**config.mk**
```make
export PLATFORM = sky130hd
export DESIGN_NAME = display_timing
export DESIGN_NICKNAME = d
export VERILOG_FILES = /design/src/logic/shapes_pkg.sv /design/src/logic/display_timing.sv
export VERILOG_INCLUDE_DIRS = /design/src /design/src/logic
export SDC_FILE = /design/constraint.sdc
export NUM_CORES = 1
export LEC_CHECK = 0
export BUFFER_PORTS_ARGS = -buffer_cell sky130_fd_sc_hd__buf_2
export CAP_MARGIN = 20
export CORE_MARGIN = 2
export CORE_UTILIZATION = 45
export DETAILED_ROUTE_END_ITERATION = 6
export PLACE_DENSITY_LB_ADDON = 0.2
export SLEW_MARGIN = 25
export SYNTH_ARGS = -nofsm -noshare
export SYNTH_HDL_FRONTEND = slang
export SYNTH_SLANG_ARGS = --single-unit
```
**constraint.sdc**
```tcl
create_clock -name clk_pix -period 2.21 [get_ports clk_pix]
set_input_delay 0.1105 -clock clk_pix [delete_from_list [all_inputs] [get_ports clk_pix]]
set_output_delay 0.1105 -clock clk_pix [all_outputs]
set_load 0.03 [all_outputs]
```
**src/logic/shapes_defs.svh**
```systemverilog
// shape renderer parameters
// widths, framebuffer geometry and the shrunk raster timing
`ifndef SHAPES_DEFS_SVH
`define SHAPES_DEFS_SVH

// signed coordinate bits
`define SHP_CORDW   8
`define SHP_FB_W    32
`define SHP_FB_H    24
`define SHP_CIDXW   4
// display pixels per framebuffer pixel
`define SHP_SCALE   2

// horizontal timing in pixels
`define SHP_H_ACT   64
`define SHP_H_FP    4
`define SHP_H_SYNC  6
`define SHP_H_TOT   80

// vertical timing in lines
`define SHP_V_ACT   48
`define SHP_V_FP    2
`define SHP_V_SYNC  2
`define SHP_V_TOT   56

`endif
```
**src/logic/shapes_pkg.sv**
```systemverilog
// shape renderer shared types
// command, pixel write and video structs plus the fixed 16-colour palette
`include "shapes_defs.svh"
`default_nettype none

package shapes_pkg;

    typedef logic signed [`SHP_CORDW-1:0] coord_t;
    typedef logic [`SHP_CIDXW-1:0] cidx_t;

    typedef struct packed {
        logic [3:0] red;
        logic [3:0] green;
        logic [3:0] blue;
    } rgb_t;

    typedef enum logic {
        SHAPE_RECT = 1'b0,
        SHAPE_TRI  = 1'b1
    } shape_kind_t;

    // rect uses only the first two vertices
    typedef struct packed {
        shape_kind_t kind;
        coord_t      x0;
        coord_t      y0;
        coord_t      x1;
        coord_t      y1;
        coord_t      x2;
        coord_t      y2;
        cidx_t       cidx;
    } shape_t;

    typedef struct packed {
        logic   valid;
        coord_t x;
        coord_t y;
        cidx_t  cidx;
    } pix_wr_t;

    typedef struct packed {
        logic hsync;  // active low
        logic vsync;  // active low
        logic de;
    } sync_t;

    function automatic rgb_t palette(cidx_t idx);
        case (idx)
            4'h0: return rgb_t'(12'h000);  // black, shows background
            4'h1: return rgb_t'(12'h123);
            4'h2: return rgb_t'(12'h725);  // dark purple
            4'h3: return rgb_t'(12'h085);
            4'h4: return rgb_t'(12'hA53);  // brown
            4'h5: return rgb_t'(12'h655);  // dark grey
            4'h6: return rgb_t'(12'hCCC);
            4'h7: return rgb_t'(12'hFFF);  // white
            4'h8: return rgb_t'(12'hF04);
            4'h9: return rgb_t'(12'hFA0);
            4'hA: return rgb_t'(12'hFE2);
            4'hB: return rgb_t'(12'h0E3);
            4'hC: return rgb_t'(12'h2AF);
            4'hD: return rgb_t'(12'h876);
            4'hE: return rgb_t'(12'hF7A);
            default: return rgb_t'(12'hFCA);
        endcase
    endfunction

endpackage

`default_nettype wire

```
**src/logic/display_timing.sv**
```systemverilog
// display timing generator
// raster counters, active-low syncs, data enable and frame/line strobes
`timescale 1ns/1ns
`default_nettype none
`include "shapes_defs.svh"

module display_timing (
    input  wire logic          clk_pix,
    input  wire logic          rst_n,
    output shapes_pkg::coord_t sx,
    output shapes_pkg::coord_t sy,
    output shapes_pkg::sync_t  sync,
    output logic               frame,
    output logic               line
);
    import shapes_pkg::*;

    localparam coord_t H_LAST   = coord_t'(`SHP_H_TOT - 1);
    localparam coord_t V_LAST   = coord_t'(`SHP_V_TOT - 1);
    localparam coord_t H_ACT    = coord_t'(`SHP_H_ACT);
    localparam coord_t V_ACT    = coord_t'(`SHP_V_ACT);
    localparam coord_t HS_START = coord_t'(`SHP_H_ACT + `SHP_H_FP);
    localparam coord_t HS_END   = coord_t'(`SHP_H_ACT + `SHP_H_FP + `SHP_H_SYNC);
    localparam coord_t VS_START = coord_t'(`SHP_V_ACT + `SHP_V_FP);
    localparam coord_t VS_END   = coord_t'(`SHP_V_ACT + `SHP_V_FP + `SHP_V_SYNC);

    always_ff @(posedge clk_pix) begin
        if (!rst_n) begin
            sx <= '0;
            sy <= '0;
        end else if (sx == H_LAST) begin
            sx <= '0;
            sy <= (sy == V_LAST) ? '0 : sy + 1'b1;  // wrap at end of frame
        end else begin
            sx <= sx + 1'b1;
        end
    end

    // decoded straight from the counters so reset gives de=1, syncs high
    always_comb begin
        sync.hsync = !(sx >= HS_START && sx < HS_END);
        sync.vsync = !(sy >= VS_START && sy < VS_END);
        sync.de    = (sx < H_ACT) && (sy < V_ACT);
        frame      = (sx == '0) && (sy == '0);
        line       = (sx == '0);
    end

    assert property (@(posedge clk_pix) disable iff (!rst_n)
        sx < coord_t'(`SHP_H_TOT))
        else $error("sx ran past the line length");

endmodule

`default_nettype wire

```
# After elaboration in Yosys (flattened, before gate mapping)
# Index checks and enable logic that the tools add are counted.
totals:
  reg_bits: 16
  latchBits: 0
  ram_bits: 0
  romBits: 0
  elab_cells: 23
  mem_count: 0
op_classes:
  addsub: 2
  multipliers: 0
  div_mod_pow: 0
  order_cmp: 6
  n_eq_ne: 2
  shifts: 0
  n_mux: 1
  bitwise: 1
  reduce_logical: 9
ops:
  columns: ["op", "n"]
  rows:
  - ["$add 8x1->8 const B", 2]
  - ["$logic_not 8->1", 2]
  - ["$lt 8x7->1 const B", 2]
  - ["$lt 8x8->1 const B", 2]
  - ["$eq 8x7->1 const B", 1]
  - ["$eq 8x8->1 const B", 1]
  - ["$ge 8x7->1 const B", 1]
  - ["$ge 8x8->1 const B", 1]
  - ["$mux 8", 1]
  - ["$logic_and 1x1->1", 4]
  - ["$logic_not 1->1", 2]
  - ["$reduce_or 2->1", 1]
  - ["$not 1->1", 1]

# Longest topological paths before layout
logic_depth:
  ltp_word: 3
  ltp_mapped: 6
  depth_no_buf: 5

# Worst setup path after synthesis
# No wires, ideal clock.
synth_path:
  kind: "register to output"
  from: "register sx[0]"
  to: "output frame"
  arrival_time_ps: 2686
  path_slack_ps: -586
  path_stages_with_launch: 6
  path_buffers: 0
  path_cell_list: "dfxtp_1 > inv_1 > ha_1 > or4b_2 > nor4_1 > and4_1"
synth_via:
  elab_chain_cells: 2
synth_lines:
  columns: ["element", "line", "text"]
  rows:
  - ["start: declaration", "display_timing.sv:10", "output shapes_pkg::coord_t sx,"]
  - ["start signal: assignment", "display_timing.sv:35", "sx <= sx + 1'b1;"]
  - ["$logic_not 8->1", null, null]
  - ["net line", "display_timing.sv:14", "output logic line"]
  - ["$logic_and 1x1->1", "display_timing.sv:44", "frame = (sx == '0) && (sy == '0);"]
  - ["end: declaration", "display_timing.sv:13", "output logic frame,"]
# The timed path passes the listed nets, and every way through them passes these cells.

# Worst setup path after layout
layout_path:
  from: "register sx[0]"
  to: "output frame"
layout_via:
  elab_chain_cells: 2
layout_lines:
  columns: ["element", "line"]
  rows:
  - ["$logic_not 8->1", "display_timing.sv:44"]
  - ["$logic_and 1x1->1", "display_timing.sv:44"]
# Every way passes these cells.

==> metrics.txt <==
synthesized netlist cell count 99; Leak Pwr 0.000444 µW; Final Setup Violations 0; non-filler cells, final 146; Routed WL around 1.7 mm; worst hold endpoint sy[6]$_SDFFE_PN0P_; Area Growth Syn to Fin 19.7%; TritonRoute pass-1 iters 5; worst min path class in2reg; Critical Path AT 1930 ps; Clock Tree Buf Depth 2; mean post-synth cell area approximately 8.8 µm²; fin. max-slew vios 0; DP HPWL between 1 and 1.5 mm; post-route ant nets 0; DIE WIDTH ~48 µm; CTS tree built; All-Layer GR Usage between 10% and 20%; syn nets between 100 and 150; Yosys reg bits 16; port buffer count 22; max_slew headroom 66.4%; RePlAce Congestion approximately 0.8; DR vias/cell a little over 5; critical path type reg2out; clk_lat worst skew 280 ps; root buffer cell clkbuf_4; CP Capture Type primary output; Die Y around 48 µm; Netlist cell types 26; Boundary Pins 23; most common cell after layout, fill and taps aside buf_2; Layout Nets around 130; first-pass GRT wire length about 2.5 mm; 1st-iter DRT viols 10; largest net degree at the start of global routing 10; Syn. warnings 0; clk sink count 16; Placement Setup Slack between 300 and 400 ps; final setup margin ~170 ps; setup_tns 0 ps; Final Hold Fails 0; Hold Startpoint rst_n; worst path bufs/invs 2; R2R cell count 4; CP cell instances inv_1 -> ha_1 -> or4b_4 -> nor4_4 -> and4_1 -> clkbuf_4; Core Area between 1500 and 2000 µm²; via count ~740; PwrDens about 530 nW/µm²; Rows 15; placed cell count between 100 and 150; grt ovf 0; Worst-Margin Slew about 500 ps; DRC 0; mapped cell area roughly 870 µm²; # diodes 0; Hold Path Stages 2; share of layout cells above drive strength 1 between 20 and 30%; crit path time final 2040 ps; worst path required time around 2100 ps; fmax around 0.49 GHz; outcome finished clean; post-cts gate resize count 0; clk slew on worst S/H paths approximately 90 ps; Worst path max stage delay between 400 and 500 ps; sequential-to-total area share from yosys stat 36.9%; final core occ between 50% and 60%; FF-to-FF setup slack approximately 500 ps; max cap viols 0; slowest CP cell or4b_4; Worst setup SP type flop; VDD IR max approximately 370 µV; # Post-CTS Setup Buffers 0; CP max FO 5; H-tree levels 1; cts hold-fix bufs 0; r2r endpoint sy[5]$_SDFFE_PN0P_; most frequent cells in the layout buf_2 (21), nor2_1 (14), dfxtp_1 (14); final worst-path cycle share between 90% and 100%; Wirelength per Cell ~12 µm; RSZ-0062 raised after global routing false; antenna violations before repair 0; die area around 2300 µm²; hold slack 111 ps; R2R Path Start sx[5]$_SDFF_PP0_; vias in the first global route ~570; clock skew 5.98 ps; Initial Util 49.2%; number of CTS-inserted buffers 3; Top delay family on crit path simple AND/OR/NAND/NOR gates
[worst max path at each step]
stage / from / to / slack, ps / depth (start not counted)
global route: sx[0]$_SDFF_PP0_ / frame / 70 / 6
detailed placement: sx[0]$_SDFF_PP0_ / frame / 370 / 6
global placement: sx[0]$_SDFF_PP0_ / frame / 410 / 6
CTS: sx[0]$_SDFF_PP0_ / frame / 50 / 6
floorplan: sx[0]$_SDFF_PP0_ / frame / 9 / 5
finish: sx[0]$_SDFF_PP0_ / frame / 170 / 6
[routing by layer]
layer	track usage, %	vias up	routed length (µm)
met5	0	-	0
met4	3.24	0	12
met3	6.04	2	87
met2	24.0	18	742
met1	21.7	335	851
li1	-	384	-
[registers in the layout, summed over array words and instances (netlist names)]
signal  flops
sx          8
sy          8
[synth_stat cells (all sizes together)]
master | instances | area [µm²]
nor4 | 4 | 25.0
o21bai | 1 | 7.51
xnor2 | 10 | 87.6
a21oi | 2 | 10.0
and2 | 4 | 25.0
buf | 3 | 26.3
xor2 | 3 | 26.3
o21ai | 1 | 8.76
nand3 | 7 | 35.0
ha | 5 | 62.6
clkbuf | 1 | 3.75
mux2 | 1 | 11.3
or4b | 2 | 23.8
and4 | 2 | 17.5
a21boi | 1 | 7.51
nor2 | 14 | 52.6
and3 | 3 | 18.8
dfxtp | 16 | 320
nor4b | 1 | 15.0
nor3 | 3 | 15.0
inv | 5 | 18.8
nand2 | 6 | 25.0
nand4 | 4 | 25.0
[logic make-up after synthesis]
family / after synthesis / synth area share (%)
AO/OA/AOI/OAI: 5 / 3.89
multiplexers: 1 / 1.30
adder cells (fa/ha/maj): 5 / 7.20
AND/OR/NAND/NOR: 50 / 32.0
XOR/XNOR: 13 / 13.1
buffers and inverters: 9 / 5.62
flip-flops: 16 / 36.9
[where the power goes]
group          total, µW  switching [µW]  leakage, µW  internal (µW)
Clock                188            88.0    0.0000210            100
Sequential           300            6.05     0.000130            293
Combinational       63.6            38.9     0.000293           24.7
[metrics by stage]
stage | power, µW | instance area [µm²]
after floorplan | 348 | 883
after global placement | 365 | 995
after detailed placement | 365 | 995
after CTS | 554 | 1030
after global routing | 579 | 1040
final | 551 | 1040
[layout make-up]
type	instances	area, µm²
tap	25	31.3
fill	181	724
inverter	5	18.8
clock buffer	4	36.3
multi-input combinational	74	518
sequential	16	323
timing repair buffer	22	113
(Power assumes the default switching activity.)
