<file path="config.mk">
export PLATFORM = sky130hd
export DESIGN_NAME = video_compose
export DESIGN_NICKNAME = d
export VERILOG_FILES = /design/src/logic/shapes_pkg.sv /design/src/logic/video_compose.sv
export VERILOG_INCLUDE_DIRS = /design/src /design/src/logic
export SDC_FILE = /design/constraint.sdc
export NUM_CORES = 1
export LEC_CHECK = 0
export ABC_AREA = 1
export BUFFER_PORTS_ARGS = -buffer_cell sky130_fd_sc_hd__buf_2
export CORE_UTILIZATION = 45
export CTS_BUF_LIST = sky130_fd_sc_hd__clkbuf_8
export DETAILED_ROUTE_END_ITERATION = 6
export PLACE_DENSITY = 0.87
export SLEW_MARGIN = 30
export SYNTH_ARGS = -nofsm -noshare
export SYNTH_HDL_FRONTEND = slang
export SYNTH_SLANG_ARGS = --single-unit
</file>
<file path="constraint.sdc">
create_clock -name clk_pix -period 1.7 [get_ports clk_pix]
set_input_delay 0.085 -clock clk_pix [delete_from_list [all_inputs] [get_ports clk_pix]]
set_output_delay 0.085 -clock clk_pix [all_outputs]
set_load 0.005 [all_outputs]
</file>
<file path="src/logic/shapes_defs.svh">
// shape renderer parameters
// widths, framebuffer geometry and the shrunk raster timing
`ifndef SHAPES_DEFS_SVH
`define SHAPES_DEFS_SVH

// signed coordinate bits
`define SHP_CORDW   8
`define SHP_FB_W    32
`define SHP_FB_H    24
`define SHP_CIDXW   4
// display pixels per framebuffer pixel
`define SHP_SCALE   2

// horizontal timing in pixels
`define SHP_H_ACT   64
`define SHP_H_FP    4
`define SHP_H_SYNC  6
`define SHP_H_TOT   80

// vertical timing in lines
`define SHP_V_ACT   48
`define SHP_V_FP    2
`define SHP_V_SYNC  2
`define SHP_V_TOT   56

`endif
</file>
<file path="src/logic/shapes_pkg.sv">
// shape renderer shared types
// command, pixel write and video structs plus the fixed 16-colour palette
`include "shapes_defs.svh"
`default_nettype none

package shapes_pkg;

    typedef logic signed [`SHP_CORDW-1:0] coord_t;
    typedef logic [`SHP_CIDXW-1:0] cidx_t;

    typedef struct packed {
        logic [3:0] red;
        logic [3:0] green;
        logic [3:0] blue;
    } rgb_t;

    typedef enum logic {
        SHAPE_RECT = 1'b0,
        SHAPE_TRI  = 1'b1
    } shape_kind_t;

    // rect uses only the first two vertices
    typedef struct packed {
        shape_kind_t kind;
        coord_t      x0;
        coord_t      y0;
        coord_t      x1;
        coord_t      y1;
        coord_t      x2;
        coord_t      y2;
        cidx_t       cidx;
    } shape_t;

    typedef struct packed {
        logic   valid;
        coord_t x;
        coord_t y;
        cidx_t  cidx;
    } pix_wr_t;

    typedef struct packed {
        logic hsync;  // active low
        logic vsync;  // active low
        logic de;
    } sync_t;

    function automatic rgb_t palette(cidx_t idx);
        case (idx)
            4'h0: return rgb_t'(12'h000);  // black, shows background
            4'h1: return rgb_t'(12'h123);
            4'h2: return rgb_t'(12'h725);  // dark purple
            4'h3: return rgb_t'(12'h085);
            4'h4: return rgb_t'(12'hA53);  // brown
            4'h5: return rgb_t'(12'h655);  // dark grey
            4'h6: return rgb_t'(12'hCCC);
            4'h7: return rgb_t'(12'hFFF);  // white
            4'h8: return rgb_t'(12'hF04);
            4'h9: return rgb_t'(12'hFA0);
            4'hA: return rgb_t'(12'hFE2);
            4'hB: return rgb_t'(12'h0E3);
            4'hC: return rgb_t'(12'h2AF);
            4'hD: return rgb_t'(12'h876);
            4'hE: return rgb_t'(12'hF7A);
            default: return rgb_t'(12'hFCA);
        endcase
    endfunction

endpackage

`default_nettype wire

</file>
<file path="src/logic/video_compose.sv">
// video output stage
// realigns syncs with the fb read and picks shape or gradient colour
`timescale 1ns/1ns
`default_nettype none

module video_compose (
    input  wire logic              clk_pix,
    input  wire logic              rst_n,
    input  wire shapes_pkg::sync_t sync_in,
    input  wire shapes_pkg::coord_t sy,
    input  wire shapes_pkg::cidx_t cidx,
    input  wire shapes_pkg::rgb_t  rgb_in,
    output shapes_pkg::sync_t      sync_out,
    output shapes_pkg::rgb_t       rgb
);
    import shapes_pkg::*;

    localparam sync_t SYNC_IDLE = '{hsync: 1'b1, vsync: 1'b1, de: 1'b0};

    sync_t  sync_d;  // matches fb read latency
    coord_t sy_d;
    rgb_t   bg;

    always_ff @(posedge clk_pix) begin
        sy_d <= sy;
    end

    // blue steps every 4 lines
    always_comb begin
        bg.red   = 4'h0;
        bg.green = 4'h2;
        bg.blue  = 4'(sy_d / 4);
    end

    always_ff @(posedge clk_pix) begin
        if (!rst_n) begin
            sync_d   <= SYNC_IDLE;
            sync_out <= SYNC_IDLE;
            rgb      <= '0;
        end else begin
            sync_d   <= sync_in;
            sync_out <= sync_d;
            if (!sync_d.de) begin
                rgb <= '0;  // black in blanking
            end else if (cidx != '0) begin
                rgb <= rgb_in;
            end else begin
                rgb <= bg;
            end
        end
    end

endmodule

`default_nettype wire

</file>
-- Word-level counts from Yosys, hierarchy flattened
Index checks and enable logic that the tools add are counted.
- add/subtract/negate cells: 1
- muxes and demuxes: 1
- bitwise gates (word level): 1
- reductions and logical operators: 4
- operators by type and width (operator ; count):
    two-way mux 6 bit ; 1
    adder 4 x 1 -> 4 bit ; 1
    nonzero test 4 bit ; 1
    AND reduction 3 bit ; 1
    AND reduction 2 bit ; 1
    OR reduction 2 bit ; 1
    AND 1 bit ; 1
- bits in registers: 26
- bits of input ports: 29
- output and inout port bits: 15
- word-level logic and storage cells: 18

-- Depth between registers and ports, before layout
Gate-level depths: netlist (run 1).
- word-level depth: 4
- depth in mapped cells: 6
- gate-level depth less buffers: 6

-- Worst setup path before layout (run 1)
No wires, ideal clock.
- path type: reg2reg
- start: reg sy_d[1]
- end: reg rgb[2] (netlist bit)
- library setup time: 0.118 ns
- arrival time: 1.075 ns
- data required time: 1.582 ns
- slack: 0.506 ns
- cell stages (with the launch flop): 6
- cells stage by stage: dfxtp_1 o21a_1 ha_1 ha_1 xnor2_1 a21oi_2
- word-level cells in the longest chain between the ends: 4
- RTL lines (element ; RTL line ; RTL):
    from (decl) ; video_compose.sv:21 ; coord_t sy_d;
    from (signal assigned) ; video_compose.sv:25 ; sy_d <= sy;
    OR reduction 2 bit (no source line) ; -- ;
    AND 1 bit (no source line) ; -- ;
    adder 4 x 1 -> 4 bit (no source line) ; -- ;
    two-way mux 6 bit ; video_compose.sv:45 ; end else if (cidx != '0) begin
    to (signal assigned) ; video_compose.sv:46 ; rgb <= rgb_in;
    to (signal assigned) ; video_compose.sv:48 ; rgb <= bg;
    to (decl) ; video_compose.sv:14 ; output shapes_pkg::rgb_t rgb
Every way passes these cells.
A chain may end at the register's enable or synchronous reset.

-- Worst setup path in the final report (run 1)
- start: reg sy_d[1]
- end: reg rgb[1] (netlist bit)
The elaborated chain is that of the path after synthesis.

==> impl_metrics.ini, run 1 <==
[power]
p_int_mw = 0.8308
leakage_nw = 0.6499
power.total_mw = 1.060
p_sw_share_pct = 21.64
powerDensity_nw_per_um2 = 888.2
switchingPower_mw = 0.2295
seq_power_share_pct = 58.1
p_clk_share_pct = 31.6
ir_worst_vdd_mv = 0.7688
power_frac_comb_pct = 10.2

[critical_path]
start_kind = flip-flop
crit_type = flip-flop to flip-flop
crit_chain = o21a_1 > ha_1 > ha_1 > o21ai_1 > nor2_1
cp_max_fo = 3
cpMaxStageDelayCell = dfxtp_1
cpPeakStageDelay_ns = 0.31
endpoint_kind = flip-flop
required_ns = 1.87
worstPathArrival_ns = 1.44
crit_top_cell = ha_1

[job]
drv_cap = 0

[clock_network]
cts.sinks = 25
cts_resized = 0
cts_root_buf = clkbuf_8
numCtsBuffers = 3
cts_buffer_depth = 2
htreeDepth = 1
hold_buffers = 9
cts_tree = done
clock_latency_ns = 0.27
post_cts_buffers = 0
clk_pin_slew_ns = 0.08

[placement]
gp_congestion = 0.7108
place.detailed.hpwl_um = 1093
place.port_buffers = 42
dp_slack_ns = 0.4328

[yosys]
synth.net_count = 112
avgSynthCellArea_um2 = 10.09
synth.ff_latch_count = 25
yosysMostFrequentCell = dfxtp_1
synth_common_cells = 25 x dfxtp_1, 15 x inv_1, 11 x nand2_1, 8 x nor2_2, 6 x nor2_1
synth_edf_count = 0
synth_area_leader_cell = dfxtp_1
synth_area_leaders = dfxtp_1 61%, inv_1 6.9%, nor2_2 6.1%
synth_top_cell_area_share_pct = 61.26
synth_warnings = 0
async_reset_ff_share_pct = 0
synth_cells = 81
netlist-cell-type-count = 17
syn_area_um2 = 817.0
synthFlopType = dfxtp_1
ys_seq_area_share_pct = 61.26

[cells_and_area]
multi_input_area_um2 = 242.7
utilization_pct = 69.89
area_delta_synth_final_pct = 46.09
fillCellCount = 140
diodes = 0
drive_gt1_share_pct = 44.85
seqCellArea_um2 = 500.5
nets = 168

[timing]
maxSlewHeadroom_pct = 89.21
fin_skew_ns = 0.0007500
layout_worst_path_cycle_share_pct = 74.65
tightest_slew_ns = 0.1607
setup_viol = 0
setup-tns-final_ns = 0
rsz0062_at_grt = no
finalCriticalPeriod_ns = 1.269
slew_violations = 0
final-hold-violation-count = 0
fmax_mhz = 788.0
hold_ws_ns = 0.02118
finalWorstSetupSlack_ns = 0.4309

[global_route]
first_global_vias = 638
busiest_layer = met2
met3_usage_pct = 5.306
antenna_found_initial = 0
grt-ovfl-total = 0
grt_max_degree = 14
met1_usage_pct = 17.44
grt_usage_pct = 17.53
grt_first_pass_wirelength_um = 2435
grtUsageMet2_pct = 31.47

[floorplanning]
core_area_um2 = 1708
pin_count = 44
fp.dieH_um = 44.61
start_util_pct = 47.84
fp-row-count = 15
dieArea_um2 = 1990
die_w_um = 44.61

[route]
vias = 666
drc = 0
drt_iter0_drc = 8
vias_per_cell = 4.137
avgRoutedWirePerCell_um = 9.584
drt_wl_total_um = 1543
first_pass_iters = 4
final_antenna_net_count = 0

[run_status]
outcome = completed

[hold_path]
min_path_type = input port to flip-flop
sequential cells by signal, summed over array words and instances (netlist names):
register / flops
rgb: 12
sync_out: 3
sync_d: 3
sy_d: 7
power by group through the flow:
stage / Clock, mW / Sequential, mW / Combinational (mW)
after global routing: 0.364 / 0.619 / 0.121
after CTS: 0.340 / 0.617 / 0.109
final: 0.335 / 0.616 / 0.108
after detailed placement: 0 / 0.630 / 0.0921
after global placement: 0 / 0.629 / 0.0885
after floorplan: 0 / 0.631 / 0.0426
routing by layer:
metal	up-vias	share of wire (%)	wire (um)
met1	288	38	585
met4	0	2.2	34
met2	27	53	820
met3	5	6.7	103
met5	-	0	0
li1	346	-	-
placed cells by master, fill, tap and decap left out:
master / instances
nor2_1: 6
o21ai_1: 2
ha_1: 2
xnor2_1: 1
inv_1: 16
clkinv_4: 2
nand2_2: 1
o21a_1: 1
nand2_4: 1
nor2_2: 8
nand4_1: 1
nand2_8: 1
nand3_1: 1
buf_2: 42
dlygate4sd3_1: 9
clkbuf_8: 3
nor2_4: 1
nand2_1: 11
dfxtp_1: 25
a21oi_2: 2
worst paths after layout:
kind                             start  cells after the start                     end  slack (ns)
setup / recovery       sy_d[1]$_DFF_P_                      5       rgb[1]$_SDFF_PP0_        0.43
hold / removal              sync_in[0]                      3    sync_d[0]$_SDFF_PN0_        0.02
setup reg to reg       sy_d[1]$_DFF_P_                      5       rgb[1]$_SDFF_PP0_        0.43
hold reg to reg   sync_d[2]$_SDFF_PN1_                      2  sync_out[2]$_SDFF_PN1_        0.41
stage by stage:
step | std cells | instance area [um^2]
global route | 161 | 1194
detailed placement | 148 | 1059
floorplan | 81 | 817.0
global placement | 148 | 1059
finish | 161 | 1194
CTS | 161 | 1194
logic make-up after synthesis:
| family | share of synthesized area (%) |
|---|---|
| compound gates | 4.289 |
| xor+xnor | 1.072 |
| fa+ha+maj | 3.062 |
| buf+inv | 9.035 |
| flops | 61.26 |
| simple gates | 21.29 |
worst max-delay path, delay by kind of cell (launching register included):
| kind | cells | cell delay (ns) |
|---|---|---|
| DFF | 1 | 0.31 |
| and+or+nand+nor | 1 | 0.05 |
| AOI/OAI and AO/OA | 2 | 0.31 |
| adders and majority gates | 2 | 0.51 |
area by class of cell:
type                       instances  share of cell area (%)
clock buffer                       3                   3.459
clock inverter                     1                  0.3145
inverter                          17                   6.185
multi-input combinational         39                   20.34
sequential                        25                   41.93
tap                               25                   2.621
timing repair buffer              51                   25.16
Note: power is estimated with default switching activity, not from simulation.
==> run 2, diff against run 1 <==
Settings changed: ABC_AREA 1 to 0, CORE_UTILIZATION 45 to 39, PLACE_DENSITY 0.87 to 0.83.
Clock period 1.7 ns to 1.1 ns, I/O delays scaled along.
==> impl_metrics.ini, run 2 <==
[clock_network]
cts_root_buf = clkbuf_8
cts.sinks = 25
htreeDepth = 1
numCtsBuffers = 3
cts_tree = done
clock_latency_ns = 0.26
clk_pin_slew_ns = 0.08
cts_buffer_depth = 2

[cells_and_area]
largest_reg_flops = 12
nets = 149
finalNonFillerCells = 142
diodes = 0
regMostFlops = rgb
area_delta_synth_final_pct = 61.41
reg_top3 = rgb: 12 flops, sy_d: 7 flops
final_cell_mix = 42 x buf_2, 25 x dfxtp_1, 11 x dlygate4sd3_1, 7 x nor2_1, 7 x and2_2
layout_commonest_cell = buf_2
drive_gt1_share_pct = 50.43

[floorplanning]
dieArea_um2 = 2047
pin_count = 44
start_util_pct = 41.79
fp.dieH_um = 45.25
die_w_um = 45.25
fp-row-count = 15
core_area_um2 = 1745

[critical_path]
required_ns = 1.28
crit_buf_inv = 0
crit_type = flip-flop to flip-flop
cp_max_fo = 2
crit_chain = o21a_1 > ha_4 > ha_4 > xnor2_1 > a211oi_1
crit_family = compound AO/OA/AOI/OAI gates
worstPathArrival_ns = 1.39
cpPeakStageDelay_ns = 0.31
start_kind = flip-flop
cpMaxStageDelayCell = dfxtp_1
crit_top_cell = ha_4
endpoint_kind = flip-flop

[timing]
final-hold-violation-count = 0
layout_worst_path_cycle_share_pct = 110.5
rsz0062_at_grt = yes
setup-tns-final_ns = -0.2004
tightest_slew_ns = 0.3394
fin_skew_ns = 0.003252
hold_ws_ns = 0.004136
maxSlewHeadroom_pct = 77.29
finalCriticalPeriod_ns = 1.216
finalWorstSetupSlack_ns = -0.1155
fmax_mhz = 822.7
slew_violations = 0
setup_viol = 3

[yosys]
synthFlopType = dfxtp_1
avgSynthCellArea_um2 = 12.80
synth_top_cell_area_share_pct = 68.61
synth.ff_latch_count = 25
synth_area_leader_cell = dfxtp_1
synth_common_cells = 25 x dfxtp_1, 7 x and2_2, 7 x nor2_1, 4 x nand2b_1
synth_area_leaders = dfxtp_1 69%, and2_2 7.2%, nor2_1 3.6%
netlist-cell-type-count = 15
async_reset_ff_share_pct = 0
synth_edf_count = 0
ys_seq_area_share_pct = 68.61
synth_cells = 57
synth.net_count = 88
yosysMostFrequentCell = dfxtp_1
synth_warnings = 0
syn_area_um2 = 729.5

[job]
drv_cap = 0

[route]
avgRoutedWirePerCell_um = 9.648
drt_wl_total_um = 1370
first_pass_iters = 3
final_antenna_net_count = 0
vias_per_cell = 4.099
drt_iter0_drc = 11
vias = 582
drc = 0

[global_route]
grt_usage_pct = 14.91
grt-ovfl-total = 0
first_global_vias = 529
antenna_found_initial = 0
grt_max_degree = 16
grt_first_pass_wirelength_um = 2063

[placement]
place.detailed.hpwl_um = 957.9
place.port_buffers = 42
dp_cells = 127
gp_congestion = 0.6023

[power]
ir_worst_vdd_mv = 0.9808
powerDensity_nw_per_um2 = 1382
leakage_nw = 0.5625

[run_status]
violations = negative setup slack
outcome = complete, but fails checks

[hold_path]
min_path_type = input port to flip-flop
==> run 2: metal layers <==
| layer | routed length (um) | up-vias | track usage [%] |
|---|---|---|---|
| met2 | 776 | 24 | 28.41 |
| met4 | 10 | 0 | 5.455 |
| met1 | 487 | 254 | 14.04 |
| met5 | 0 | - | 0 |
| met3 | 96 | 2 | 6.000 |
| li1 | - | 302 | - |
==> run 2: kinds of logic after synthesis <==
family          share of synthesized area (%)
simple gates                            19.21
flops                                   68.61
fa+ha+maj                               3.430
buf+inv                                0.5141
compound gates                          3.087
mux                                     2.745
xor+xnor                                2.402
==> run 2: cell type report <==
type / count / area (um^2)
multi-input combinational: 31 / 250.2
clock inverter: 1 / 7.507
inverter: 1 / 3.754
fill: 144 / 568.0
clock buffer: 3 / 41.29
timing repair buffer: 56 / 342.8
tap: 25 / 31.28
sequential: 25 / 500.5
==> run 2: worst reg2reg max path, delay by kind of cell, from the launching register on <==
kind | cells | cell delay, ns
DFF | 1 | 0.31
adders and majority gates | 2 | 0.32
xor gates and xnor gates | 1 | 0.11
AOI/OAI and AO/OA | 2 | 0.39
==> run 2: timing repair <==
item / in CTS / in global routing
gates resized for setup: 0 / 1
setup buffers: 0 / 0
endpoints found under the hold margin: 11 / 0
endpoints found under the setup margin: 3 / 3
hold buffers: 11 / 0
pin swaps: 2 / 0
==> run 2: metrics by stage <==
step | power, mW | utilization, % | setup WS (ns) | cell area [um^2]
floorplan | 1.017 | - | -0.04067 | 744.5
global placement | 1.091 | 57.78 | -0.05925 | 1008
detailed placement | 1.099 | 57.78 | -0.1096 | 1008
CTS | 1.645 | 66.88 | -0.1350 | 1167
global route | 1.705 | 67.46 | -0.1800 | 1177
finish | 1.627 | 67.46 | -0.1155 | 1177
==> run 2: where the power goes <==
| part | leakage [nW] | internal [mW] | switching (mW) |
|---|---|---|---|
| sequential | 0.206 | 0.940 | 0.0112 |
| combinational | 0.334 | 0.105 | 0.0559 |
| clock | 0.0217 | 0.256 | 0.259 |
==> run 2: final timing paths <==
path / start / end / slack (ns) / depth (start not counted)
hold reg to reg: sync_d[2]$_SDFF_PN1_ / sync_out[2]$_SDFF_PN1_ / 0.42 / 1
hold / removal: rgb_in[8] / rgb[8]$_SDFF_PN0_ / 0.004 / 2
setup reg to reg: sy_d[1]$_DFF_P_ / rgb[2]$_SDFF_PP0_ / -0.12 / 5
setup / recovery: sy_d[1]$_DFF_P_ / rgb[2]$_SDFF_PP0_ / -0.12 / 5
