$ cat src/logic/shapes_defs.svh
// shape renderer parameters
// widths, framebuffer geometry and the shrunk raster timing
`ifndef SHAPES_DEFS_SVH
`define SHAPES_DEFS_SVH

// signed coordinate bits
`define SHP_CORDW   8
`define SHP_FB_W    32
`define SHP_FB_H    24
`define SHP_CIDXW   4
// display pixels per framebuffer pixel
`define SHP_SCALE   2

// horizontal timing in pixels
`define SHP_H_ACT   64
`define SHP_H_FP    4
`define SHP_H_SYNC  6
`define SHP_H_TOT   80

// vertical timing in lines
`define SHP_V_ACT   48
`define SHP_V_FP    2
`define SHP_V_SYNC  2
`define SHP_V_TOT   56

`endif
$ cat src/logic/shapes_pkg.sv
// shape renderer shared types
// command, pixel write and video structs plus the fixed 16-colour palette
`include "shapes_defs.svh"
`default_nettype none

package shapes_pkg;

    typedef logic signed [`SHP_CORDW-1:0] coord_t;
    typedef logic [`SHP_CIDXW-1:0] cidx_t;

    typedef struct packed {
        logic [3:0] red;
        logic [3:0] green;
        logic [3:0] blue;
    } rgb_t;

    typedef enum logic {
        SHAPE_RECT = 1'b0,
        SHAPE_TRI  = 1'b1
    } shape_kind_t;

    // rect uses only the first two vertices
    typedef struct packed {
        shape_kind_t kind;
        coord_t      x0;
        coord_t      y0;
        coord_t      x1;
        coord_t      y1;
        coord_t      x2;
        coord_t      y2;
        cidx_t       cidx;
    } shape_t;

    typedef struct packed {
        logic   valid;
        coord_t x;
        coord_t y;
        cidx_t  cidx;
    } pix_wr_t;

    typedef struct packed {
        logic hsync;  // active low
        logic vsync;  // active low
        logic de;
    } sync_t;

    function automatic rgb_t palette(cidx_t idx);
        case (idx)
            4'h0: return rgb_t'(12'h000);  // black, shows background
            4'h1: return rgb_t'(12'h123);
            4'h2: return rgb_t'(12'h725);  // dark purple
            4'h3: return rgb_t'(12'h085);
            4'h4: return rgb_t'(12'hA53);  // brown
            4'h5: return rgb_t'(12'h655);  // dark grey
            4'h6: return rgb_t'(12'hCCC);
            4'h7: return rgb_t'(12'hFFF);  // white
            4'h8: return rgb_t'(12'hF04);
            4'h9: return rgb_t'(12'hFA0);
            4'hA: return rgb_t'(12'hFE2);
            4'hB: return rgb_t'(12'h0E3);
            4'hC: return rgb_t'(12'h2AF);
            4'hD: return rgb_t'(12'h876);
            4'hE: return rgb_t'(12'hF7A);
            default: return rgb_t'(12'hFCA);
        endcase
    endfunction

endpackage

`default_nettype wire

$ cat src/logic/shape_dispatch.sv
// shape command dispatcher
// four-phase req/ack port, drawer selection and merged pixel writes
`timescale 1ns/1ns
`default_nettype none

module shape_dispatch (
    input  wire logic               clk_pix,
    input  wire logic               rst_n,
    input  wire shapes_pkg::shape_t cmd,
    input  wire logic               cmd_req,
    output logic                    cmd_ack,
    output shapes_pkg::pix_wr_t     wr
);
    import shapes_pkg::*;

    typedef enum logic [1:0] {
        IDLE,
        DRAW,
        ACK,
        RELEASE
    } state_t;

    state_t  state;
    shape_t  shape_q;
    logic    start_rect, start_tri;
    logic    done_rect, done_tri;
    logic    draw_done;
    pix_wr_t pix_rect, pix_tri;

    always_ff @(posedge clk_pix) begin
        if (!rst_n) begin
            state      <= IDLE;
            start_rect <= 1'b0;
            start_tri  <= 1'b0;
        end else begin
            start_rect <= 1'b0;
            start_tri  <= 1'b0;
            case (state)
                IDLE: begin
                    if (cmd_req) begin
                        start_rect <= (cmd.kind == SHAPE_RECT);
                        start_tri  <= (cmd.kind == SHAPE_TRI);
                        state      <= DRAW;
                    end
                end
                DRAW: begin
                    if (draw_done) state <= ACK;  // last pixel written this edge
                end
                ACK: begin
                    if (!cmd_req) state <= RELEASE;
                end
                RELEASE: state <= IDLE;  // ack low for a cycle before next req
                default: state <= IDLE;
            endcase
        end
    end

    // command held for the whole draw
    always_ff @(posedge clk_pix) begin
        if (state == IDLE && cmd_req) shape_q <= cmd;
    end

    always_comb begin
        draw_done = done_rect || done_tri;
        cmd_ack   = (state == ACK);
        wr        = pix_rect | pix_tri;  // only one drawer active
    end

    draw_rect_fill u_rect (
        .clk_pix,
        .rst_n,
        .start (start_rect),
        .shape (shape_q),
        .pix   (pix_rect),
        .done  (done_rect)
    );

    draw_tri_fill u_tri (
        .clk_pix,
        .rst_n,
        .start (start_tri),
        .shape (shape_q),
        .pix   (pix_tri),
        .done  (done_tri)
    );

    assert property (@(posedge clk_pix) disable iff (!rst_n)
        $rose(cmd_ack) |-> $past(draw_done))
        else $error("cmd_ack raised without a finished draw");

endmodule

`default_nettype wire

$ cat src/logic/draw_tri_fill.sv
// filled triangle drawer
// scans the bounding box and keeps pixels where all edge functions agree in sign
`timescale 1ns/1ns
`default_nettype none
`include "shapes_defs.svh"

module draw_tri_fill (
    input  wire logic               clk_pix,
    input  wire logic               rst_n,
    input  wire logic               start,
    input  wire shapes_pkg::shape_t shape,
    output shapes_pkg::pix_wr_t     pix,
    output logic                    done
);
    import shapes_pkg::*;

    localparam int EW = 2 * `SHP_CORDW + 4;  // edge function width

    typedef logic signed [EW-1:0] edge_t;

    edge_t  vx [3];
    edge_t  vy [3];
    edge_t  e_init [3];  // edge values at top-left of box
    edge_t  e [3];       // edge values at (x, y)
    edge_t  e_row [3];   // edge values at start of current row
    edge_t  step_x [3];
    edge_t  step_y [3];
    coord_t bx_lo, bx_hi, by_lo, by_hi;
    coord_t x, y;
    coord_t x_min, x_max, y_max;
    cidx_t  colr;
    logic   busy;
    logic   last;
    logic   in_tri;

    function automatic coord_t min3(coord_t a, coord_t b, coord_t c);
        coord_t m;
        m = (a < b) ? a : b;
        return (m < c) ? m : c;
    endfunction

    function automatic coord_t max3(coord_t a, coord_t b, coord_t c);
        coord_t m;
        m = (a > b) ? a : b;
        return (m > c) ? m : c;
    endfunction

    always_comb begin
        vx[0] = edge_t'(shape.x0);
        vy[0] = edge_t'(shape.y0);
        vx[1] = edge_t'(shape.x1);
        vy[1] = edge_t'(shape.y1);
        vx[2] = edge_t'(shape.x2);
        vy[2] = edge_t'(shape.y2);
        bx_lo = min3(shape.x0, shape.x1, shape.x2);
        bx_hi = max3(shape.x0, shape.x1, shape.x2);
        by_lo = min3(shape.y0, shape.y1, shape.y2);
        by_hi = max3(shape.y0, shape.y1, shape.y2);
        // edge i runs from vertex i to vertex i+1
        for (int i = 0; i < 3; i++) begin
            e_init[i] = (edge_t'(bx_lo) - vx[i]) * (vy[(i + 1) % 3] - vy[i])
                      - (edge_t'(by_lo) - vy[i]) * (vx[(i + 1) % 3] - vx[i]);
        end
    end

    always_comb begin
        last   = busy && (x == x_max) && (y == y_max);
        // both windings fill and collinear points give all zero
        in_tri = ((e[0] >= 0) && (e[1] >= 0) && (e[2] >= 0))
              || ((e[0] <= 0) && (e[1] <= 0) && (e[2] <= 0));
    end

    always_ff @(posedge clk_pix) begin
        if (!rst_n) begin
            busy <= 1'b0;
        end else if (start) begin
            busy <= 1'b1;
        end else if (last) begin
            busy <= 1'b0;
        end
    end

    always_ff @(posedge clk_pix) begin
        if (start) begin
            x     <= bx_lo;
            y     <= by_lo;
            x_min <= bx_lo;
            x_max <= bx_hi;
            y_max <= by_hi;
            colr  <= shape.cidx;
            for (int i = 0; i < 3; i++) begin
                e[i]      <= e_init[i];
                e_row[i]  <= e_init[i];
                step_x[i] <= vy[(i + 1) % 3] - vy[i];
                step_y[i] <= vx[i] - vx[(i + 1) % 3];
            end
        end else if (busy) begin
            if (x == x_max) begin  // back to left edge one row down
                x <= x_min;
                y <= y + 1'b1;
                for (int i = 0; i < 3; i++) begin
                    e[i]     <= e_row[i] + step_y[i];
                    e_row[i] <= e_row[i] + step_y[i];
                end
            end else begin
                x <= x + 1'b1;
                for (int i = 0; i < 3; i++) begin
                    e[i] <= e[i] + step_x[i];
                end
            end
        end
    end

    always_comb begin
        pix  = '0;
        done = last;  // end of box scan
        if (busy && in_tri) begin
            pix.valid = 1'b1;
            pix.x     = x;
            pix.y     = y;
            pix.cidx  = colr;
        end
    end

endmodule

`default_nettype wire

$ cat src/logic/draw_rect_fill.sv
// filled rectangle drawer
// sorts the two corners, then emits one pixel per clock row by row
`timescale 1ns/1ns
`default_nettype none

module draw_rect_fill (
    input  wire logic               clk_pix,
    input  wire logic               rst_n,
    input  wire logic               start,
    input  wire shapes_pkg::shape_t shape,
    output shapes_pkg::pix_wr_t     pix,
    output logic                    done
);
    import shapes_pkg::*;

    coord_t x_lo, x_hi, y_lo, y_hi;  // sorted corners of incoming shape
    coord_t x, y;                    // scan position
    coord_t x_min, x_max, y_max;     // latched box
    cidx_t  colr;
    logic   busy;
    logic   last;

    always_comb begin
        x_lo = (shape.x0 < shape.x1) ? shape.x0 : shape.x1;
        x_hi = (shape.x0 < shape.x1) ? shape.x1 : shape.x0;
        y_lo = (shape.y0 < shape.y1) ? shape.y0 : shape.y1;
        y_hi = (shape.y0 < shape.y1) ? shape.y1 : shape.y0;
        last = busy && (x == x_max) && (y == y_max);
    end

    always_ff @(posedge clk_pix) begin
        if (!rst_n) begin
            busy <= 1'b0;
        end else if (start) begin
            busy <= 1'b1;
        end else if (last) begin
            busy <= 1'b0;
        end
    end

    always_ff @(posedge clk_pix) begin
        if (start) begin
            x     <= x_lo;
            y     <= y_lo;
            x_min <= x_lo;
            x_max <= x_hi;
            y_max <= y_hi;
            colr  <= shape.cidx;
        end else if (busy) begin
            if (x == x_max) begin  // next row
                x <= x_min;
                y <= y + 1'b1;
            end else begin
                x <= x + 1'b1;
            end
        end
    end

    // zero when idle so the dispatcher can OR both drawers
    always_comb begin
        pix  = '0;
        done = last;
        if (busy) begin
            pix.valid = 1'b1;
            pix.x     = x;
            pix.y     = y;
            pix.cidx  = colr;
        end
    end

    assert property (@(posedge clk_pix) disable iff (!rst_n) start |-> !busy)
        else $error("rectangle start while still drawing");

endmodule

`default_nettype wire

$ cat config.mk
export PLATFORM = sky130hd
export DESIGN_NAME = shape_dispatch
export DESIGN_NICKNAME = d
export VERILOG_FILES = /design/src/logic/shapes_pkg.sv /design/src/logic/shape_dispatch.sv /design/src/logic/draw_tri_fill.sv /design/src/logic/draw_rect_fill.sv
export VERILOG_INCLUDE_DIRS = /design/src /design/src/logic
export SDC_FILE = /design/constraint.sdc
export NUM_CORES = 2
export LEC_CHECK = 0
export BUFFER_PORTS_ARGS = -buffer_cell sky130_fd_sc_hd__buf_4
export CAP_MARGIN = 20
export CELL_PAD_IN_SITES_DETAIL_PLACEMENT = 2
export CELL_PAD_IN_SITES_GLOBAL_PLACEMENT = 2
export CORE_ASPECT_RATIO = 0.75
export CORE_UTILIZATION = 44
export CTS_BUF_LIST = sky130_fd_sc_hd__clkbuf_2 sky130_fd_sc_hd__clkbuf_4 sky130_fd_sc_hd__clkbuf_8
export DETAILED_ROUTE_END_ITERATION = 16
export PLACE_DENSITY = 0.89
export SYNTH_ARGS = -nofsm -noshare
export SYNTH_HDL_FRONTEND = slang
export SYNTH_HIERARCHICAL = 1
export SYNTH_SLANG_ARGS = --single-unit
$ cat constraint.sdc
create_clock -name clk_pix -period 16 [get_ports clk_pix]
set_clock_uncertainty 0.05 [all_clocks]
set_input_delay 3.2 -clock clk_pix [delete_from_list [all_inputs] [get_ports clk_pix]]
set_output_delay 3.2 -clock clk_pix [all_outputs]
set_load 0.01 [all_outputs]
; Word-level counts from Yosys, hierarchy flattened
; Memory sizes are Yosys's and may differ from the RTL's.
; Index checks and enable logic that the tools add are counted.
[totals]
ram_bits = 240
regBits = 146
mem_count = 4
[classes]
mul = 6
n_mux = 51
add_sub_neg = 28
n_reduce_logical = 23
bitwise_logic = 11
eq_ne = 10
magnitude_cmp = 14
[memory_table]
columns = memory, words, word_bits, read_ports, rd_ports_with_merged_regs, write_ports, line
row1 = u_tri.e, 3, 20, 3, 0, 3, draw_tri_fill.sv:24  ; edge_t e [3];
row2 = u_tri.e_row, 3, 20, 3, 0, 3, draw_tri_fill.sv:25  ; edge_t e_row [3];
row3 = u_tri.step_x, 3, 20, 3, 0, 3, draw_tri_fill.sv:26  ; edge_t step_x [3];
row4 = u_tri.step_y, 3, 20, 3, 0, 3, draw_tri_fill.sv:27  ; edge_t step_y [3];
[ops]
columns = op, count
row1 = $mux W20, 9
row2 = $mux W8, 22
row3 = $sub A8 B8 Y9, 15
row4 = $add A20 B20 Y20, 6
row5 = $mul A20 B20 Y20, 6
row6 = $ge A20 B1 Y1 const B, 3
row7 = $le A20 B1 Y1 const B, 3
row8 = $sub A20 B20 Y20, 3
row9 = $mux W21, 2
row10 = $add A8 B1 Y8 const B, 4
row11 = $eq A8 B8 Y1, 4
row12 = $gt A8 B8 Y1, 4
row13 = $lt A8 B8 Y1, 4
row14 = $or A21 B21 Y21, 1
row15 = $mux W1, 14
row16 = $reduce_bool A2 Y1, 6
row17 = $logic_and A1 B1 Y1, 10
row18 = $or A1 B1 Y1, 9
row19 = $pmux W2 S4, 1
row20 = $mux W2, 3
row21 = $ne A2 B2 Y1 const B, 3
row22 = $reduce_and A3 Y1, 2
row23 = $eq A2 B2 Y1 const B, 2
row24 = $reduce_and A2 Y1, 2
row25 = 4 further kinds, 5

; Depth between registers and ports, before layout
[depth]
depth_word = 9
depth_mapped = 54

; By module
; The synthesis kept the hierarchy.
[modules_own_cells]
columns = mod, seq_area_each_um2, cells_per_inst, n_inst, area_each_um2
row1 = draw_tri_fill, 6566.3, 4264, 1, 40012.1
row2 = draw_rect_fill, 1341.3, 335, 1, 3535.9
row3 = shape_dispatch, 1671.6, 97, 1, 1943.1

; Least setup slack after synthesis
; Ideal clock, no wire load.
[synth_path]
kind = reg-to-reg
startpoint = register shape_q[29] (netlist name)
endpoint = memory u_tri/e[0][18] (netlist name), data pin
path_buffers = 1
required_time_ns = 15.681
setup_ns = 0.269
period_less_slack_ns = 11.390
t_arrival_ns = 11.071
path_stages_with_launch = 51
setup_slack_ns = 4.610
path_cell_list = edfxtp_1 -> inv_1 -> ha_1 -> nor2b_1 -> o21a_1 -> o21ai_1 -> a21oi_1 -> o21ai_1 -> clkbuf_1 -> o21ai_0 -> ha_1 -> and3_1 -> o2111ai_1 -> o21ai_2 -> mux2i_1 -> inv_1 -> ha_1 -> nor2b_1 -> (+15 left out) -> ha_1 -> ha_1 -> nor2b_1 -> o21ai_0 -> a21boi_0 -> o21ai_0 -> a21boi_0 -> o21ai_0 -> nand2b_1 -> xor2_1 -> ha_1 -> nand4_1 -> o21ai_0 -> a21o_1 -> o31ai_1 -> or3b_2 -> a221oi_1 -> o22ai_1
[synth_lines]
columns = element, line
row1 = start: declaration, shape_dispatch.sv:24  ; shape_t shape_q;
row2 = start signal: assignment, shape_dispatch.sv:60  ; if (state == IDLE && cmd_req) shape_q <= cmd;
row3 = end: declaration, draw_tri_fill.sv:24

==> metrics.txt <==
outcome=finished with violations; failing checks=max-capacitance violations, max-slew violations, negative setup slack; Placed Area=47,760 sq um; routed vias=43,610; largest net degree at the start of global routing=67; initial antenna violation count=25; WL final=249,600 um; Die Width=373.2 um; DR pass1 iterations=6; GRT Util Overall=0.4260; final setup fails=5; setup_tns=-0.7416 ns; number of global-route vias before repair=47,560; Vias/cell=7.017; Final GP Congestion=0.9334; Critical Path Source=shape_q[41]; CORE AREA=101,900 sq um; DRT iter0 DRCs=5,226; CP Max Fanout=15; post-layout util=0.4829; flop2flop setup slack=-0.29 ns; slowest library cell on the worst path=xor2_1; min-delay src=shape_q[2]; post-synthesis cell count=4,695; measured slew at the worst slew-check pin=2.210 ns; I/O Buffers=77; Worst setup EP type=flip-flop; highest metal used=met5; layout cell share with drive strength beyond 1=0.08368; RSZ-0062 raised after global routing=false; filler cell count=10,620; WL met1=84,590 um; Wirelength per Cell=40.16 um; Final #Nets=5,929; min-delay worst type=flip-flop to flip-flop; final worst slack=-0.2873 ns; Final Max Slew Viols=12; CTS tree=done; clock sinks=320; met3 WL=29,710 um; final worst path period share=1.018; detailed-routed wire length on met2=108,200 um; die area=104,600 sq um; Initial Util=0.4463; TritonCTS buffer count=61; GR Overflow Total=0; Critical Path RT=16.44 ns; clk slew on worst S/H paths=0.12 ns; # rows=101; DP Wirelength=154,000 um; highest clock rate=0.06140 GHz; I/O Pins=78; Arr. time, crit path=16.73 ns; Final Hold Fails=0; CTS H-Tree Depth=2; cell area after layout=49,180 sq um; Die H=280.4 um; synthesis warning total=6; Worst-Skew Late Latency=0.81 ns; P&R area growth vs syn=8.188%; cell mode on critical path=ha_1; Crit Path Class=flip-flop to flip-flop; clk root buf=clkbuf_8; relative slew slack=-0.4840; DRC Markers=0; Largest stage delay, worst path=0.95 ns; Tmin final=16.29 ns; Critical R2R Launch=shape_q[41]; Bufs on Longest Clock Path=3; startpoint type of the worst setup path=flip-flop; syn_nets=5,808; antenna-violating nets left=0; first-pass GRT wire length=328,500 um; Syn Area/Cell=9.683 sq um; post-synthesis cell area=45,460 sq um; max-cap viol count=3
## registers in the layout (all words and copies together), names as in the netlist, 27 cells and up
| name | count |
|---|---|
| u_tri/e_row | 60 |
| u_tri/step_x | 27 |
| u_tri/step_y | 27 |
| shape_q | 52 |
| u_tri/e | 60 |
## cell usage in the layout, fill, tap and decap left out, types with 18 or more instances in the layout
cell type / instances
mux2_4: 20
or3_1: 21
a21o_1: 116
mux2i_1: 51
buf_4: 130
xor2_1: 137
xnor2_1: 216
o21bai_1: 27
edfxtp_1: 314
o21a_1: 51
nor2_1: 393
and3_1: 27
clkbuf_8: 62
fa_1: 523
nand2b_1: 92
a21oi_1: 194
mux2_2: 63
nor2b_1: 77
or2_2: 47
inv_1: 712
a31oi_1: 29
nor3_1: 39
ha_1: 534
nand2_1: 340
and2_1: 74
a211oi_1: 41
nand4_1: 18
nor4_1: 22
o21ai_0: 179
nand3_1: 53
## per-stage QoR
stage	cells	setup WS, ns	hold slack (ns)
final	6215	-0.2873	0.3927
after CTS	6192	0.9382	0.4166
after detailed placement	6081	1.808	0.3913
after floorplan	4695	4.610	0.3715
after global placement	6081	2.873	0.3741
after global routing	6205	0.03510	0.4165
## repair_timing
| action | CTS | global route |
|---|---|---|
| endpoints found under the setup margin | 0 | 2 |
| gates resized for setup | 0 | 1 |
| buffers inserted | 0 | 0 |
| hold buffers | 0 | 0 |
## final timing paths
| check | end | depth (start not counted) |
|---|---|---|
| max reg2reg | u_tri/e[0][17] | 48 |
| min reg2reg | u_tri/colr[2] | 0 |
| max | u_tri/e[0][17] | 48 |
| min | u_tri/colr[2] | 0 |
## cell type report
class | instances | area (sq um) | share of cell area
multi-input combinational | 3584 | 32950 | 0.6699
sequential | 320 | 9554 | 0.1943
inverter | 717 | 2691 | 0.05472
tap | 1339 | 1675 | 0.03406
timing repair buffer | 132 | 992.2 | 0.02017
clock buffer | 76 | 958.4 | 0.01949
clock inverter | 35 | 334.1 | 0.006792
antenna | 12 | 30.03 | 0.0006105
## per-layer routing
| layer | up-vias | global-route usage |
|---|---|---|
| met2 | 4134 | 0.6980 |
| met4 | 20 | 0.2889 |
| met3 | 1913 | 0.1098 |
| met5 | - | 0 |
| met1 | 21560 | 0.4924 |
| li1 | 15980 | - |
## worst max-delay path: cells and delay by family (launching register included)
family                     cells  cell delay, ns
AOI/OAI and AO/OA             17            5.15
xor gates and xnor gates       2            1.40
DFF                            1            0.68
adders and majority gates     11            4.80
and+or+nand+nor               12            2.67
muxes                          2            0.81
buffers and inverters          4            0.41
Power is not shown: default switching activity piles up to over one toggle a cycle in this logic, so the estimate is an artifact.
